`src/hdl/ex_pkg.sv`:
```
// Execute stage shared definitions
`default_nettype none

package ex_pkg;

  ////////////////////////////////////////
  // Widths
  ////////////////////////////////////////

  // Data word of the core
  parameter int unsigned XLEN      = 32;
  // Register file address, includes the second bank bit
  parameter int unsigned RF_ADDR_W = 6;
  // Shift amount taken from operand b
  parameter int unsigned SHAMT_W   = $clog2(XLEN);

  ////////////////////////////////////////
  // Opcodes
  ////////////////////////////////////////

  // ALU operations, encoded as the ID stage decodes them
  typedef enum logic [6:0] {
    ALU_ADD  = 7'b0011000,
    ALU_SUB  = 7'b0011001,
    ALU_XOR  = 7'b0101111,
    ALU_OR   = 7'b0101110,
    ALU_AND  = 7'b0010101,
    ALU_SLL  = 7'b0100111,
    ALU_SRL  = 7'b0100101,
    ALU_SRA  = 7'b0100100,
    ALU_SLT  = 7'b0000010,
    ALU_SLTU = 7'b0000011,
    // Branch comparisons from here on
    ALU_EQ   = 7'b0001100,
    ALU_NE   = 7'b0001101,
    ALU_LT   = 7'b0000000,
    ALU_GE   = 7'b0001010,
    ALU_LTU  = 7'b0000001,
    ALU_GEU  = 7'b0001011
  } alu_op_e;

  // Multiplier operations
  typedef enum logic [0:0] {
    MUL_LO = 1'b0,   // low word, single cycle
    MUL_HS = 1'b1    // signed high word, two cycles
  } mul_op_e;

  ////////////////////////////////////////
  // Request and write port bundles
  ////////////////////////////////////////

  typedef struct packed {
    logic            en;
    alu_op_e         op;
    logic [XLEN-1:0] a;
    logic [XLEN-1:0] b;
    logic [XLEN-1:0] c;      // Jump target for branches
  } alu_req_t;

  typedef struct packed {
    logic            en;
    mul_op_e         op;
    logic [XLEN-1:0] a;
    logic [XLEN-1:0] b;
  } mul_req_t;

  typedef struct packed {
    logic            en;
    logic            get;
    logic            clr;
    logic [XLEN-1:0] a;
    logic [XLEN-1:0] b;
  } cml_req_t;

  // One register file write port
  typedef struct packed {
    logic                 we;
    logic [RF_ADDR_W-1:0] waddr;
    logic [XLEN-1:0]      wdata;
  } rf_wr_t;

endpackage

`default_nettype wire

```
`src/hdl/ex_accum.sv`:
```
// Running sum accumulator
`timescale 1ns/10ps
`default_nettype none

module ex_accum
  import ex_pkg::*;
(
  input  wire logic            clk,
  input  wire logic            rst_n,
  input  wire cml_req_t        cml_req_i,
  output logic      [XLEN-1:0] result_o
);

  logic [XLEN-1:0] sum_q;
  logic [XLEN-1:0] pair_sum;

  // Both operands join the running sum in one step
  assign pair_sum = cml_req_i.a + cml_req_i.b;

  ////////////////////////////////////////
  // Sum register
  ////////////////////////////////////////

  always_ff @(posedge clk or negedge rst_n) begin
    if (!rst_n) begin
      sum_q <= '0;
    end else if (cml_req_i.clr) begin
      // Clear wins over accumulate
      sum_q <= '0;
    end else if (cml_req_i.en) begin
      sum_q <= sum_q + pair_sum;   // wraps modulo 2^XLEN
    end
  end

  // Read returns the stored value, get only selects it downstream
  assign result_o = sum_q;

endmodule

`default_nettype wire

```
`src/hdl/ex_alu.sv`:
```
// Integer ALU with branch comparator
`timescale 1ns/10ps
`default_nettype none

module ex_alu
  import ex_pkg::*;
(
  input  wire logic            clk,
  input  wire logic            rst_n,
  input  wire alu_req_t        alu_req_i,
  output logic      [XLEN-1:0] result_o,
  output logic                 cmp_result_o
);

  logic            sub_sel;
  logic [XLEN-1:0] adder_b;
  logic [XLEN:0]   adder_sum;
  logic            is_eq;
  logic            lt_s;
  logic            lt_u;
  logic [SHAMT_W-1:0] shamt;

  ////////////////////////////////////////
  // Shared adder
  ////////////////////////////////////////

  // Subtract for SUB and every compare opcode
  always_comb begin
    case (alu_req_i.op)
      ALU_ADD, ALU_XOR, ALU_OR, ALU_AND,
      ALU_SLL, ALU_SRL, ALU_SRA: sub_sel = 1'b0;
      default:                   sub_sel = 1'b1;
    endcase
  end

  assign adder_b   = sub_sel ? ~alu_req_i.b : alu_req_i.b;
  // Carry in completes the two's complement
  assign adder_sum = {1'b0, alu_req_i.a} + {1'b0, adder_b} + {{XLEN{1'b0}}, sub_sel};

  ////////////////////////////////////////
  // Comparator
  ////////////////////////////////////////

  assign is_eq = (adder_sum[XLEN-1:0] == '0);
  // No borrow out means a >= b unsigned
  assign lt_u  = ~adder_sum[XLEN];
  // Differing signs decide directly, else the difference sign
  assign lt_s  = (alu_req_i.a[XLEN-1] ^ alu_req_i.b[XLEN-1]) ?
                 alu_req_i.a[XLEN-1] : adder_sum[XLEN-1];

  always_comb begin
    case (alu_req_i.op)
      ALU_EQ:          cmp_result_o = is_eq;
      ALU_NE:          cmp_result_o = ~is_eq;
      ALU_LT, ALU_SLT: cmp_result_o = lt_s;
      ALU_GE:          cmp_result_o = ~lt_s;
      ALU_LTU,
      ALU_SLTU:        cmp_result_o = lt_u;
      ALU_GEU:         cmp_result_o = ~lt_u;
      default:         cmp_result_o = 1'b0;
    endcase
  end

  ////////////////////////////////////////
  // Result select
  ////////////////////////////////////////

  assign shamt = alu_req_i.b[SHAMT_W-1:0];

  always_comb begin
    case (alu_req_i.op)
      ALU_ADD, ALU_SUB: result_o = adder_sum[XLEN-1:0];
      ALU_XOR:          result_o = alu_req_i.a ^ alu_req_i.b;
      ALU_OR:           result_o = alu_req_i.a | alu_req_i.b;
      ALU_AND:          result_o = alu_req_i.a & alu_req_i.b;
      ALU_SLL:          result_o = alu_req_i.a << shamt;
      ALU_SRL:          result_o = alu_req_i.a >> shamt;
      ALU_SRA:          result_o = $unsigned($signed(alu_req_i.a) >>> shamt);
      // Set-less-than and branch compares give a 0 or 1 word
      default:          result_o = {{(XLEN-1){1'b0}}, cmp_result_o};
    endcase
  end

  // Decoder must never enable the ALU with an unknown opcode
  a_op_legal: assert property (@(posedge clk) disable iff (!rst_n)
    alu_req_i.en |-> alu_req_i.op inside {ALU_ADD, ALU_SUB, ALU_XOR, ALU_OR,
                                          ALU_AND, ALU_SLL, ALU_SRL, ALU_SRA,
                                          ALU_SLT, ALU_SLTU, ALU_EQ, ALU_NE,
                                          ALU_LT, ALU_GE, ALU_LTU, ALU_GEU});

endmodule

`default_nettype wire

```
`src/hdl/ex_mult.sv`:
```
// Integer multiplier with two-cycle high product
`timescale 1ns/10ps
`default_nettype none

module ex_mult
  import ex_pkg::*;
(
  input  wire logic            clk,
  input  wire logic            rst_n,
  input  wire mul_req_t        mul_req_i,
  input  wire logic            ex_ready_i,
  output logic      [XLEN-1:0] result_o,
  output logic                 multicycle_o,
  output logic                 ready_o
);

  logic                   hi_phase_q;
  logic                   hi_phase_d;
  logic [2*XLEN-1:0]      prod_q;
  logic signed [2*XLEN-1:0] full_prod;

  ////////////////////////////////////////
  // Product
  ////////////////////////////////////////

  // One signed multiplier serves both words
  // Low word is identical for signed and unsigned operands
  assign full_prod = $signed(mul_req_i.a) * $signed(mul_req_i.b);

  ////////////////////////////////////////
  // High product sequencing
  ////////////////////////////////////////

  // First cycle of MUL_HS registers the product and stalls the stage
  assign multicycle_o = mul_req_i.en & (mul_req_i.op == MUL_HS) & ~hi_phase_q;
  assign ready_o      = ~multicycle_o;

  always_comb begin
    hi_phase_d = hi_phase_q;
    if (multicycle_o) begin
      hi_phase_d = 1'b1;
    end else if (hi_phase_q && ex_ready_i) begin
      // Back to idle once the result is consumed
      hi_phase_d = 1'b0;
    end
  end

  always_ff @(posedge clk or negedge rst_n) begin
    if (!rst_n) begin
      hi_phase_q <= 1'b0;
    end else begin
      hi_phase_q <= hi_phase_d;
    end
  end

  // Product holding register
  always_ff @(posedge clk) begin
    if (multicycle_o) begin
      prod_q <= full_prod;
    end
  end

  // High word from the register in the second cycle
  assign result_o = hi_phase_q ? prod_q[2*XLEN-1:XLEN] : full_prod[XLEN-1:0];

  // ID holds the high product request through the stall
  a_hs_req_held: assert property (@(posedge clk) disable iff (!rst_n)
    multicycle_o |=> mul_req_i.en && (mul_req_i.op == MUL_HS) &&
                     $stable(mul_req_i.a) && $stable(mul_req_i.b));

endmodule

`default_nettype wire

```
`src/hdl/ex_stage.sv`:
```
// Execute stage top level
`timescale 1ns/10ps
`default_nettype none

module ex_stage
  import ex_pkg::*;
(
  input  wire logic                 clk,
  input  wire logic                 rst_n,

  // Unit requests from ID
  input  wire alu_req_t             alu_req_i,
  input  wire mul_req_t             mul_req_i,
  input  wire cml_req_t             cml_req_i,

  // CSR read value
  input  wire logic                 csr_access_i,
  input  wire logic [XLEN-1:0]      csr_rdata_i,

  // Destinations
  input  wire logic                 regfile_alu_we_i,
  input  wire logic [RF_ADDR_W-1:0] regfile_alu_waddr_i,
  input  wire logic                 regfile_we_i,
  input  wire logic [RF_ADDR_W-1:0] regfile_waddr_i,

  // Load store unit
  input  wire logic                 lsu_en_i,
  input  wire logic [XLEN-1:0]      lsu_rdata_i,
  input  wire logic                 lsu_ready_ex_i,
  input  wire logic                 lsu_err_i,

  input  wire logic                 branch_in_ex_i,
  input  wire logic                 wb_ready_i,

  // Write ports
  output rf_wr_t                    fw_wr_o,
  output rf_wr_t                    wb_wr_o,

  // To IF
  output logic      [XLEN-1:0]      jump_target_o,
  output logic                      branch_decision_o,

  output logic                      mult_multicycle_o,
  output logic                      ex_ready_o,
  output logic                      ex_valid_o
);

  logic [XLEN-1:0]      alu_result;
  logic                 alu_cmp;
  logic [XLEN-1:0]      mult_result;
  logic                 mult_ready;
  logic [XLEN-1:0]      cml_result;
  logic                 cml_sel;
  logic                 lsu_we;
  logic [RF_ADDR_W-1:0] lsu_waddr;

  ////////////////////////////////////////
  // Execution units
  ////////////////////////////////////////

  ex_alu alu_i (
    .clk          (clk),
    .rst_n        (rst_n),
    .alu_req_i    (alu_req_i),
    .result_o     (alu_result),
    .cmp_result_o (alu_cmp)
  );

  // Branch outcome comes straight from the comparator
  assign branch_decision_o = alu_cmp;
  assign jump_target_o     = alu_req_i.c;

  ex_mult mult_i (
    .clk          (clk),
    .rst_n        (rst_n),
    .mul_req_i    (mul_req_i),
    .ex_ready_i   (ex_ready_o),
    .result_o     (mult_result),
    .multicycle_o (mult_multicycle_o),
    .ready_o      (mult_ready)
  );

  ex_accum cml_i (
    .clk       (clk),
    .rst_n     (rst_n),
    .cml_req_i (cml_req_i),
    .result_o  (cml_result)
  );

  // Accumulator drives the port on update or read
  assign cml_sel = cml_req_i.en | cml_req_i.get;

  ////////////////////////////////////////
  // Stage control and EX/WB register
  ////////////////////////////////////////

  ex_wb_pipe pipe_i (
    .clk             (clk),
    .rst_n           (rst_n),
    .alu_en_i        (alu_req_i.en),
    .mult_en_i       (mul_req_i.en),
    .csr_access_i    (csr_access_i),
    .lsu_en_i        (lsu_en_i),
    .mult_ready_i    (mult_ready),
    .lsu_ready_ex_i  (lsu_ready_ex_i),
    .lsu_err_i       (lsu_err_i),
    .branch_in_ex_i  (branch_in_ex_i),
    .wb_ready_i      (wb_ready_i),
    .regfile_we_i    (regfile_we_i),
    .regfile_waddr_i (regfile_waddr_i),
    .ex_ready_o      (ex_ready_o),
    .ex_valid_o      (ex_valid_o),
    .lsu_we_o        (lsu_we),
    .lsu_waddr_o     (lsu_waddr)
  );

  ////////////////////////////////////////
  // Write port mux
  ////////////////////////////////////////

  ex_wr_mux wr_mux_i (
    .alu_result_i        (alu_result),
    .cml_result_i        (cml_result),
    .mult_result_i       (mult_result),
    .csr_rdata_i         (csr_rdata_i),
    .alu_en_i            (alu_req_i.en),
    .cml_sel_i           (cml_sel),
    .mult_en_i           (mul_req_i.en),
    .csr_access_i        (csr_access_i),
    .regfile_alu_we_i    (regfile_alu_we_i),
    .regfile_alu_waddr_i (regfile_alu_waddr_i),
    .lsu_we_i            (lsu_we),
    .lsu_waddr_i         (lsu_waddr),
    .lsu_rdata_i         (lsu_rdata_i),
    .fw_wr_o             (fw_wr_o),
    .wb_wr_o             (wb_wr_o)
  );

endmodule

`default_nettype wire

```
`src/hdl/ex_wb_pipe.sv`:
```
// Stage control and EX/WB load register
`timescale 1ns/10ps
`default_nettype none

module ex_wb_pipe
  import ex_pkg::*;
(
  input  wire logic                 clk,
  input  wire logic                 rst_n,
  input  wire logic                 alu_en_i,
  input  wire logic                 mult_en_i,
  input  wire logic                 csr_access_i,
  input  wire logic                 lsu_en_i,
  input  wire logic                 mult_ready_i,
  input  wire logic                 lsu_ready_ex_i,
  input  wire logic                 lsu_err_i,
  input  wire logic                 branch_in_ex_i,
  input  wire logic                 wb_ready_i,
  input  wire logic                 regfile_we_i,
  input  wire logic [RF_ADDR_W-1:0] regfile_waddr_i,
  output logic                      ex_ready_o,
  output logic                      ex_valid_o,
  output logic                      lsu_we_o,
  output logic      [RF_ADDR_W-1:0] lsu_waddr_o
);

  logic units_done;
  logic load_we;

  ////////////////////////////////////////
  // Ready and valid
  ////////////////////////////////////////

  // All units and the WB side can take the result
  assign units_done = mult_ready_i & lsu_ready_ex_i & wb_ready_i;

  // Branches finish in EX and never wait for WB
  assign ex_ready_o = units_done | branch_in_ex_i;
  // Valid goes right and ready goes left, so valid ignores ex_ready
  assign ex_valid_o = (alu_en_i | mult_en_i | csr_access_i | lsu_en_i) & units_done;

  ////////////////////////////////////////
  // EX/WB load destination
  ////////////////////////////////////////

  // Faulting loads never write back
  assign load_we = regfile_we_i & ~lsu_err_i;

  always_ff @(posedge clk or negedge rst_n) begin
    if (!rst_n) begin
      lsu_we_o <= 1'b0;
    end else if (ex_valid_o) begin
      lsu_we_o <= load_we;
    end else if (wb_ready_i) begin
      // Bubble flushes the slot
      lsu_we_o <= 1'b0;
    end
  end

  // Address only follows real writes
  always_ff @(posedge clk) begin
    if (ex_valid_o && load_we) begin
      lsu_waddr_o <= regfile_waddr_i;
    end
  end

  // Back-pressure from WB never loses or changes the slot
  a_slot_held: assert property (@(posedge clk) disable iff (!rst_n)
    !wb_ready_i |=> $stable(lsu_we_o) && $stable(lsu_waddr_o));

endmodule

`default_nettype wire

```
`src/hdl/ex_wr_mux.sv`:
```
// Register file write port select
`timescale 1ns/10ps
`default_nettype none

module ex_wr_mux
  import ex_pkg::*;
(
  input  wire logic [XLEN-1:0]      alu_result_i,
  input  wire logic [XLEN-1:0]      cml_result_i,
  input  wire logic [XLEN-1:0]      mult_result_i,
  input  wire logic [XLEN-1:0]      csr_rdata_i,
  input  wire logic                 alu_en_i,
  input  wire logic                 cml_sel_i,
  input  wire logic                 mult_en_i,
  input  wire logic                 csr_access_i,
  input  wire logic                 regfile_alu_we_i,
  input  wire logic [RF_ADDR_W-1:0] regfile_alu_waddr_i,
  input  wire logic                 lsu_we_i,
  input  wire logic [RF_ADDR_W-1:0] lsu_waddr_i,
  input  wire logic [XLEN-1:0]      lsu_rdata_i,
  output rf_wr_t                    fw_wr_o,
  output rf_wr_t                    wb_wr_o
);

  ////////////////////////////////////////
  // Forwarding port
  ////////////////////////////////////////

  // Later assignments win
  // Order gives CSR, then multiplier, accumulator, ALU
  always_comb begin
    fw_wr_o.we    = regfile_alu_we_i;
    fw_wr_o.waddr = regfile_alu_waddr_i;
    fw_wr_o.wdata = '0;
    if (alu_en_i) begin
      fw_wr_o.wdata = alu_result_i;
    end
    if (cml_sel_i) begin
      fw_wr_o.wdata = cml_result_i;
    end
    if (mult_en_i) begin
      fw_wr_o.wdata = mult_result_i;
    end
    if (csr_access_i) begin
      fw_wr_o.wdata = csr_rdata_i;
    end
  end

  ////////////////////////////////////////
  // Load write back port
  ////////////////////////////////////////

  // Destination registered a cycle earlier, data arrives now
  always_comb begin
    wb_wr_o.we    = lsu_we_i;
    wb_wr_o.waddr = lsu_waddr_i;
    wb_wr_o.wdata = lsu_rdata_i;
  end

endmodule

`default_nettype wire

```
`config.mk`:
```
export PLATFORM = sky130hd
export DESIGN_NAME = ex_stage
export DESIGN_NICKNAME = d
export VERILOG_FILES = /design/src/hdl/ex_pkg.sv /design/src/hdl/ex_accum.sv /design/src/hdl/ex_alu.sv /design/src/hdl/ex_mult.sv /design/src/hdl/ex_stage.sv /design/src/hdl/ex_wb_pipe.sv /design/src/hdl/ex_wr_mux.sv
export SDC_FILE = /design/constraint.sdc
export NUM_CORES = 2
export LEC_CHECK = 0
export BUFFER_PORTS_ARGS = -buffer_cell sky130_fd_sc_hd__buf_2
export CAP_MARGIN = 0
export CORE_UTILIZATION = 25
export DETAILED_ROUTE_END_ITERATION = 6
export PLACE_DENSITY_LB_ADDON = 0.05
export SLEW_MARGIN = 20
export SYNTH_ARGS = -nofsm -noshare
export SYNTH_HDL_FRONTEND = slang
export SYNTH_SLANG_ARGS = --single-unit
```
`constraint.sdc`:
```
create_clock -name clk -period 11.3 [get_ports clk]
set_input_delay 2.26 -clock clk [delete_from_list [all_inputs] [get_ports clk]]
set_output_delay 2.26 -clock clk [all_outputs]
set_load 0.02 [all_outputs]
```
Yosys cells after proc, flatten, opt, wreduce, memory -nomap -nowiden:

Cells that the tools add are included.

* flip-flop bits (word level): 104
* bits in latches: 0
* RAM bits: 0
* ROM bits: 0
* input port bits: 323
* memories kept: 0

* add/sub/neg operators: 4
* $mul: 1
* div/mod/pow operators: 0
* order comparisons: 0
* eq/ne operators: 15
* shift-type cells: 3
* mux-type cells: 16
* bitwise operators: 22
* reduce and logical (&&, ||, !) cells: 11

Operators by type and width (number)
* two-way mux 32 bit: 8
* case mux 32 bit (7 select lines): 1
* adder 32 bit: 2
* multiplier 32 x 32 -> 64 bit: 1
* == test 7 x 6 -> 1 bit (second input constant): 5
* adder 32 x 32 -> 33 bit: 1
* adder 33 x 1 -> 33 bit: 1
* bitwise AND 32 bit: 1
* logical NOT 32 bit: 1
* inverter 32 bit: 1
* OR 32 bit: 1
* left shift 32 x 5 -> 32 bit: 1
* right shift 32 x 5 -> 32 bit: 1
* >>> shifter 32 x 5 -> 32 bit: 1
* bitwise XOR 32 bit: 1
* == test 7 x 4 -> 1 bit (second input constant): 4
* == test 7 x 5 -> 1 bit (second input constant): 3
* == test 7 x 2 -> 1 bit (second input constant): 2
* == test 7 x 1 -> 1 bit (second input constant): 1
* logical NOT 7 bit: 1
* OR reduction 7 bit: 1
* bitwise AND 1 bit: 6
* two-way mux 1 bit: 6
* inverter 1 bit: 6
* 6 further kinds: 15

Longest topological paths before layout:

* depth in word-level cells: 13
* gate-level depth with buffers: 29

By module:

Synthesis repeated with hierarchy kept, for this count alone.

* cells, all modules: 5741
* area total of the unflattened synthesis: 50085.5 um^2

Modules (own cells, without submodules)
* ex_mult: times used 1, cells an instance 3951, area each 37398.4 um^2, seq. area each 985.9 um^2
* ex_alu: times used 1, cells an instance 1207, area each 7370.8 um^2, seq. area each 0.0 um^2
* ex_accum: times used 1, cells an instance 370, area each 3505.9 um^2, seq. area each 800.8 um^2
* ex_wr_mux: times used 1, cells an instance 165, area each 1293.7 um^2, seq. area each 0.0 um^2
* ex_wb_pipe: times used 1, cells an instance 15, area each 270.3 um^2, seq. area each 205.2 um^2
* ex_stage: times used 1, cells an instance 33, area each 246.5 um^2, seq. area each 0.0 um^2

Worst setup path before layout:

Ideal clock, no wire load.

* kind: input to output
* from: input port mul_req_i[41] in the netlist's numbering
* to: output port fw_wr_o[29] in the netlist's numbering
* arrival: 9013 ps
* required time: 9040 ps
* setup slack: 27 ps
* stages: 27
* path buffers: 1
* path through: clkbuf_1 > nand2_1 > fa_1 > inv_1 > fa_1 > fa_1 > inv_1 > fa_1 > inv_1 > fa_1 > inv_1 > fa_1 > inv_1 > fa_1 > fa_1 > ha_1 > a21o_1 > a21o_1 > a21oi_1 > o21ai_0 > o41ai_1 > o21ai_0 > a31oi_1 > xor2_1 > o211ai_1 > o21ai_0 > a21oi_1

RTL lines
* from (decl): line ex_stage.sv:13 `input wire mul_req_t mul_req_i,`
* to (decl): line ex_stage.sv:36 `output rf_wr_t fw_wr_o,`

==> metrics.txt <==
port bufs=294; Inserted Clock Buffers=9; Rel. slew slack=0.320; fin area=57500 sq um; P&R area growth vs syn=14.5%; cell area after synthesis=50200 sq um; TritonCTS clock tree=yes; Post-Syn Instances=5634; share of layout cells above drive strength 1=0.147; commonest non-fill, non-tap cells in the layout=fa_1 (1101), inv_1 (1025), nand2_1 (656); drt initial violations=2337; Die ar.=203000 sq um; min Tclk post-route=11.50 ns; max-slew violations=0; Final setup viols=8; root buffer selected by CTS=clkbuf_16; Achievable Freq=87.0 MHz; clock skew=0.00821 ns; worst setup margin=-0.199 ns; initial antenna violation count=13; Starting Density=0.251; critical path fanouts, max=8; die height=450 um; die width=450 um; Final ANT Viol Nets=0; register bit total from synthesis=72; clk_lat worst skew=0.36 ns; Clock transition at path regs=0.07 ns; endpoints failing hold=0; drt wl/cell=23.1 um; Core Area=200000 sq um; Remaining DRCs=0; pre-CTS setup slack=-0.825 ns; top cells by area, synth=fa_1 (44%), inv_1 (7.7%), ha_1 (7.7%); worst min path class=flop to flop; cell taking the most area after synthesis=fa_1; failing checks=negative setup slack; WL final=198000 um; Final GP Congestion=0.856; hold_buf cts=0; first-pass GRT wire length=297000 um; Primary FF master, synth=edfxtp_1; period utilization=1.02; nets@finish=7645; cell row count=164; maximum number of pins on one net before global-route repair=68; Final Util=0.288; vias in the first global route=43200; drt first pass iters=6; Seq/Total Area, Yosys=0.0397; status=finished with violations; Sink Count=72; Mapped Nets=7382; most common cell after layout, fill and taps aside=fa_1; slew at the pin with the worst max-slew slack=1.02 ns; Req. time, crit path=9.04 ns; Post-Syn Area per Cell=8.91 sq um; startpoint class of the critical path=input port; clock buffer depth=2; EDFF count, synth=38; CP arrival=9.24 ns; top-level I/O count=437; Synth Warn #=0; top-area cell type share of the netlist area=0.445; GRT Total Usage=0.196; area post-placement=56000 sq um; nature of the critical path endpoint=primary output; async set or reset register ratio after synthesis=0.472; CTS H-Tree Depth=3; Vias per Instance=4.61; maxcap violations=0; post-synth cell types=78; RSZ-0062 raised after global routing=true; kind of critical path=input port to primary output; vias after detailed routing=39500; HPWL after detailed placement=171000 um; aggregate global routing overflow=0
[metrics by stage]
| stage | std cells | hold slack (ns) | TNS, ns |
|---|---|---|---|
| after floorplan | 5634 | 0.455 | 0 |
| after global placement | 8532 | 0.463 | -9.64 |
| after detailed placement | 8532 | 0.468 | -9.46 |
| after CTS | 8550 | 0.484 | -2.21 |
| after global routing | 8559 | 0.500 | -4.62 |
| final | 8563 | 0.480 | -0.729 |
[per-layer routing]
| layer | GRT usage | vias up | share of wire |
|---|---|---|---|
| li1 | - | 18000 | - |
| met1 | 0.260 | 20700 | 0.44 |
| met2 | 0.352 | 680 | 0.51 |
| met3 | 0.0118 | 122 | 0.028 |
| met4 | 0.0337 | 10 | 0.019 |
| met5 | 0 | - | 0.00032 |
[kinds of logic (layout without fill, tap and decap cells)]
| logic type | count (synthesis) | after routing | synth area share |
|---|---|---|---|
| XOR/XNOR | 154 | 154 | 0.0269 |
| buffers and inverters | 1443 | 1711 | 0.114 |
| adder cells (fa/ha/maj) | 1425 | 1425 | 0.522 |
| AO/OA/AOI/OAI | 754 | 754 | 0.0983 |
| other | 0 | 5 | 0 |
| multiplexers | 122 | 122 | 0.0373 |
| AND/OR/NAND/NOR | 1664 | 1664 | 0.162 |
| flip-flops | 72 | 72 | 0.0397 |
[worst paths after layout]
| kind | start | endpoint | slack [ns] | cells after the start |
|---|---|---|---|---|
| worst max-delay path | mul_req_i[6] | fw_wr_o[29] | -0.20 | 28 |
| worst min-delay path | pipe_i.lsu_we_o$_DFFE_PN0P_ | pipe_i.lsu_we_o$_DFFE_PN0P_ | 0.48 | 1 |
| worst max register to register | cml_i.result_o[1]$_DFFE_PN0P_ | cml_i.result_o[31]$_DFFE_PN0P_ | 6.13 | 14 |
| worst min register to register | pipe_i.lsu_we_o$_DFFE_PN0P_ | pipe_i.lsu_we_o$_DFFE_PN0P_ | 0.48 | 1 |
| max in group asynchronous | rst_n | cml_i.result_o[1]$_DFFE_PN0P_ | 8.67 | 1 |
| min in group asynchronous | rst_n | pipe_i.lsu_we_o$_DFFE_PN0P_ | 2.03 | 1 |
[synth_stat cells, types with 12 or more instances]
cell type  count
mux4_2        51
dfrtp_1       34
nand4_1       25
and2_1       531
o31ai_1       15
xnor2_1      115
a21oi_1      182
nand3_1       41
o21bai_1      21
buf_4         72
a21o_1        92
a22oi_1       14
and3_1        24
edfxtp_1      38
fa_1        1115
clkbuf_1     309
o21ai_0      183
a211o_1       12
or3_1         19
nand2b_1      22
nand2_1      666
nor2b_1       14
buf_1         16
a211oi_1      44
xor2_1        39
mux2i_1       62
ha_1         310
inv_1       1034
a221oi_1      27
o21a_1        15
nor2_1       229
a31oi_1       23
o211ai_1      36
nor3_1        41
[flip-flops by register name (all words and copies together) (netlist names)]
signal and cells:
pipe_i.lsu_we_o 1, mult_i.prod_q 32, mult_i.hi_phase_q 1, cml_i.result_o 32, pipe_i.lsu_waddr_o 6
[worst max-delay path: stages]
cell and delay, ns:
buf_12 0.12, buf_6 0.11, buf_6 0.11, and2_4 0.13, fa_1 0.46, fa_1 0.49
fa_1 0.57, inv_2 0.05, fa_1 0.51, inv_2 0.04, fa_1 0.48, fa_1 0.57
fa_1 0.45, fa_2 0.60, ha_4 0.20, nand4_1 0.12, nor2_2 0.06, nand2_1 0.09
o32ai_4 0.11, o41ai_4 0.43, o21ai_2 0.12, a31oi_1 0.21, xor2_1 0.32, o211ai_1 0.13
o21ai_1 0.11, buf_4 0.15, a21oi_2 0.04, buf_6 0.16
[area by class of cell]
| cell class | instances | area (sq um) |
|---|---|---|
| Sequential cell | 72 | 1990 |
| Inverter | 1038 | 3900 |
| Clock buffer | 9 | 225 |
| Multi-Input combinational cell | 4119 | 43200 |
| Fill cell | 21500 | 142000 |
| Tap cell | 2656 | 3320 |
| Antenna cell | 5 | 12.5 |
| Timing Repair Buffer | 657 | 4810 |
| Clock inverter | 7 | 46.3 |
[what timing repair did]
item / in CTS / in global routing
pin swaps: 80 / 65
endpoints found under the setup margin: 20 / 20
buffers inserted: 7 / 8
gates cloned: 0 / 1
gates resized for setup: 189 / 92
Power is left out: the tool's default activity adds up to more than one toggle a clock period on the data nets, which glitch-free logic cannot reach.
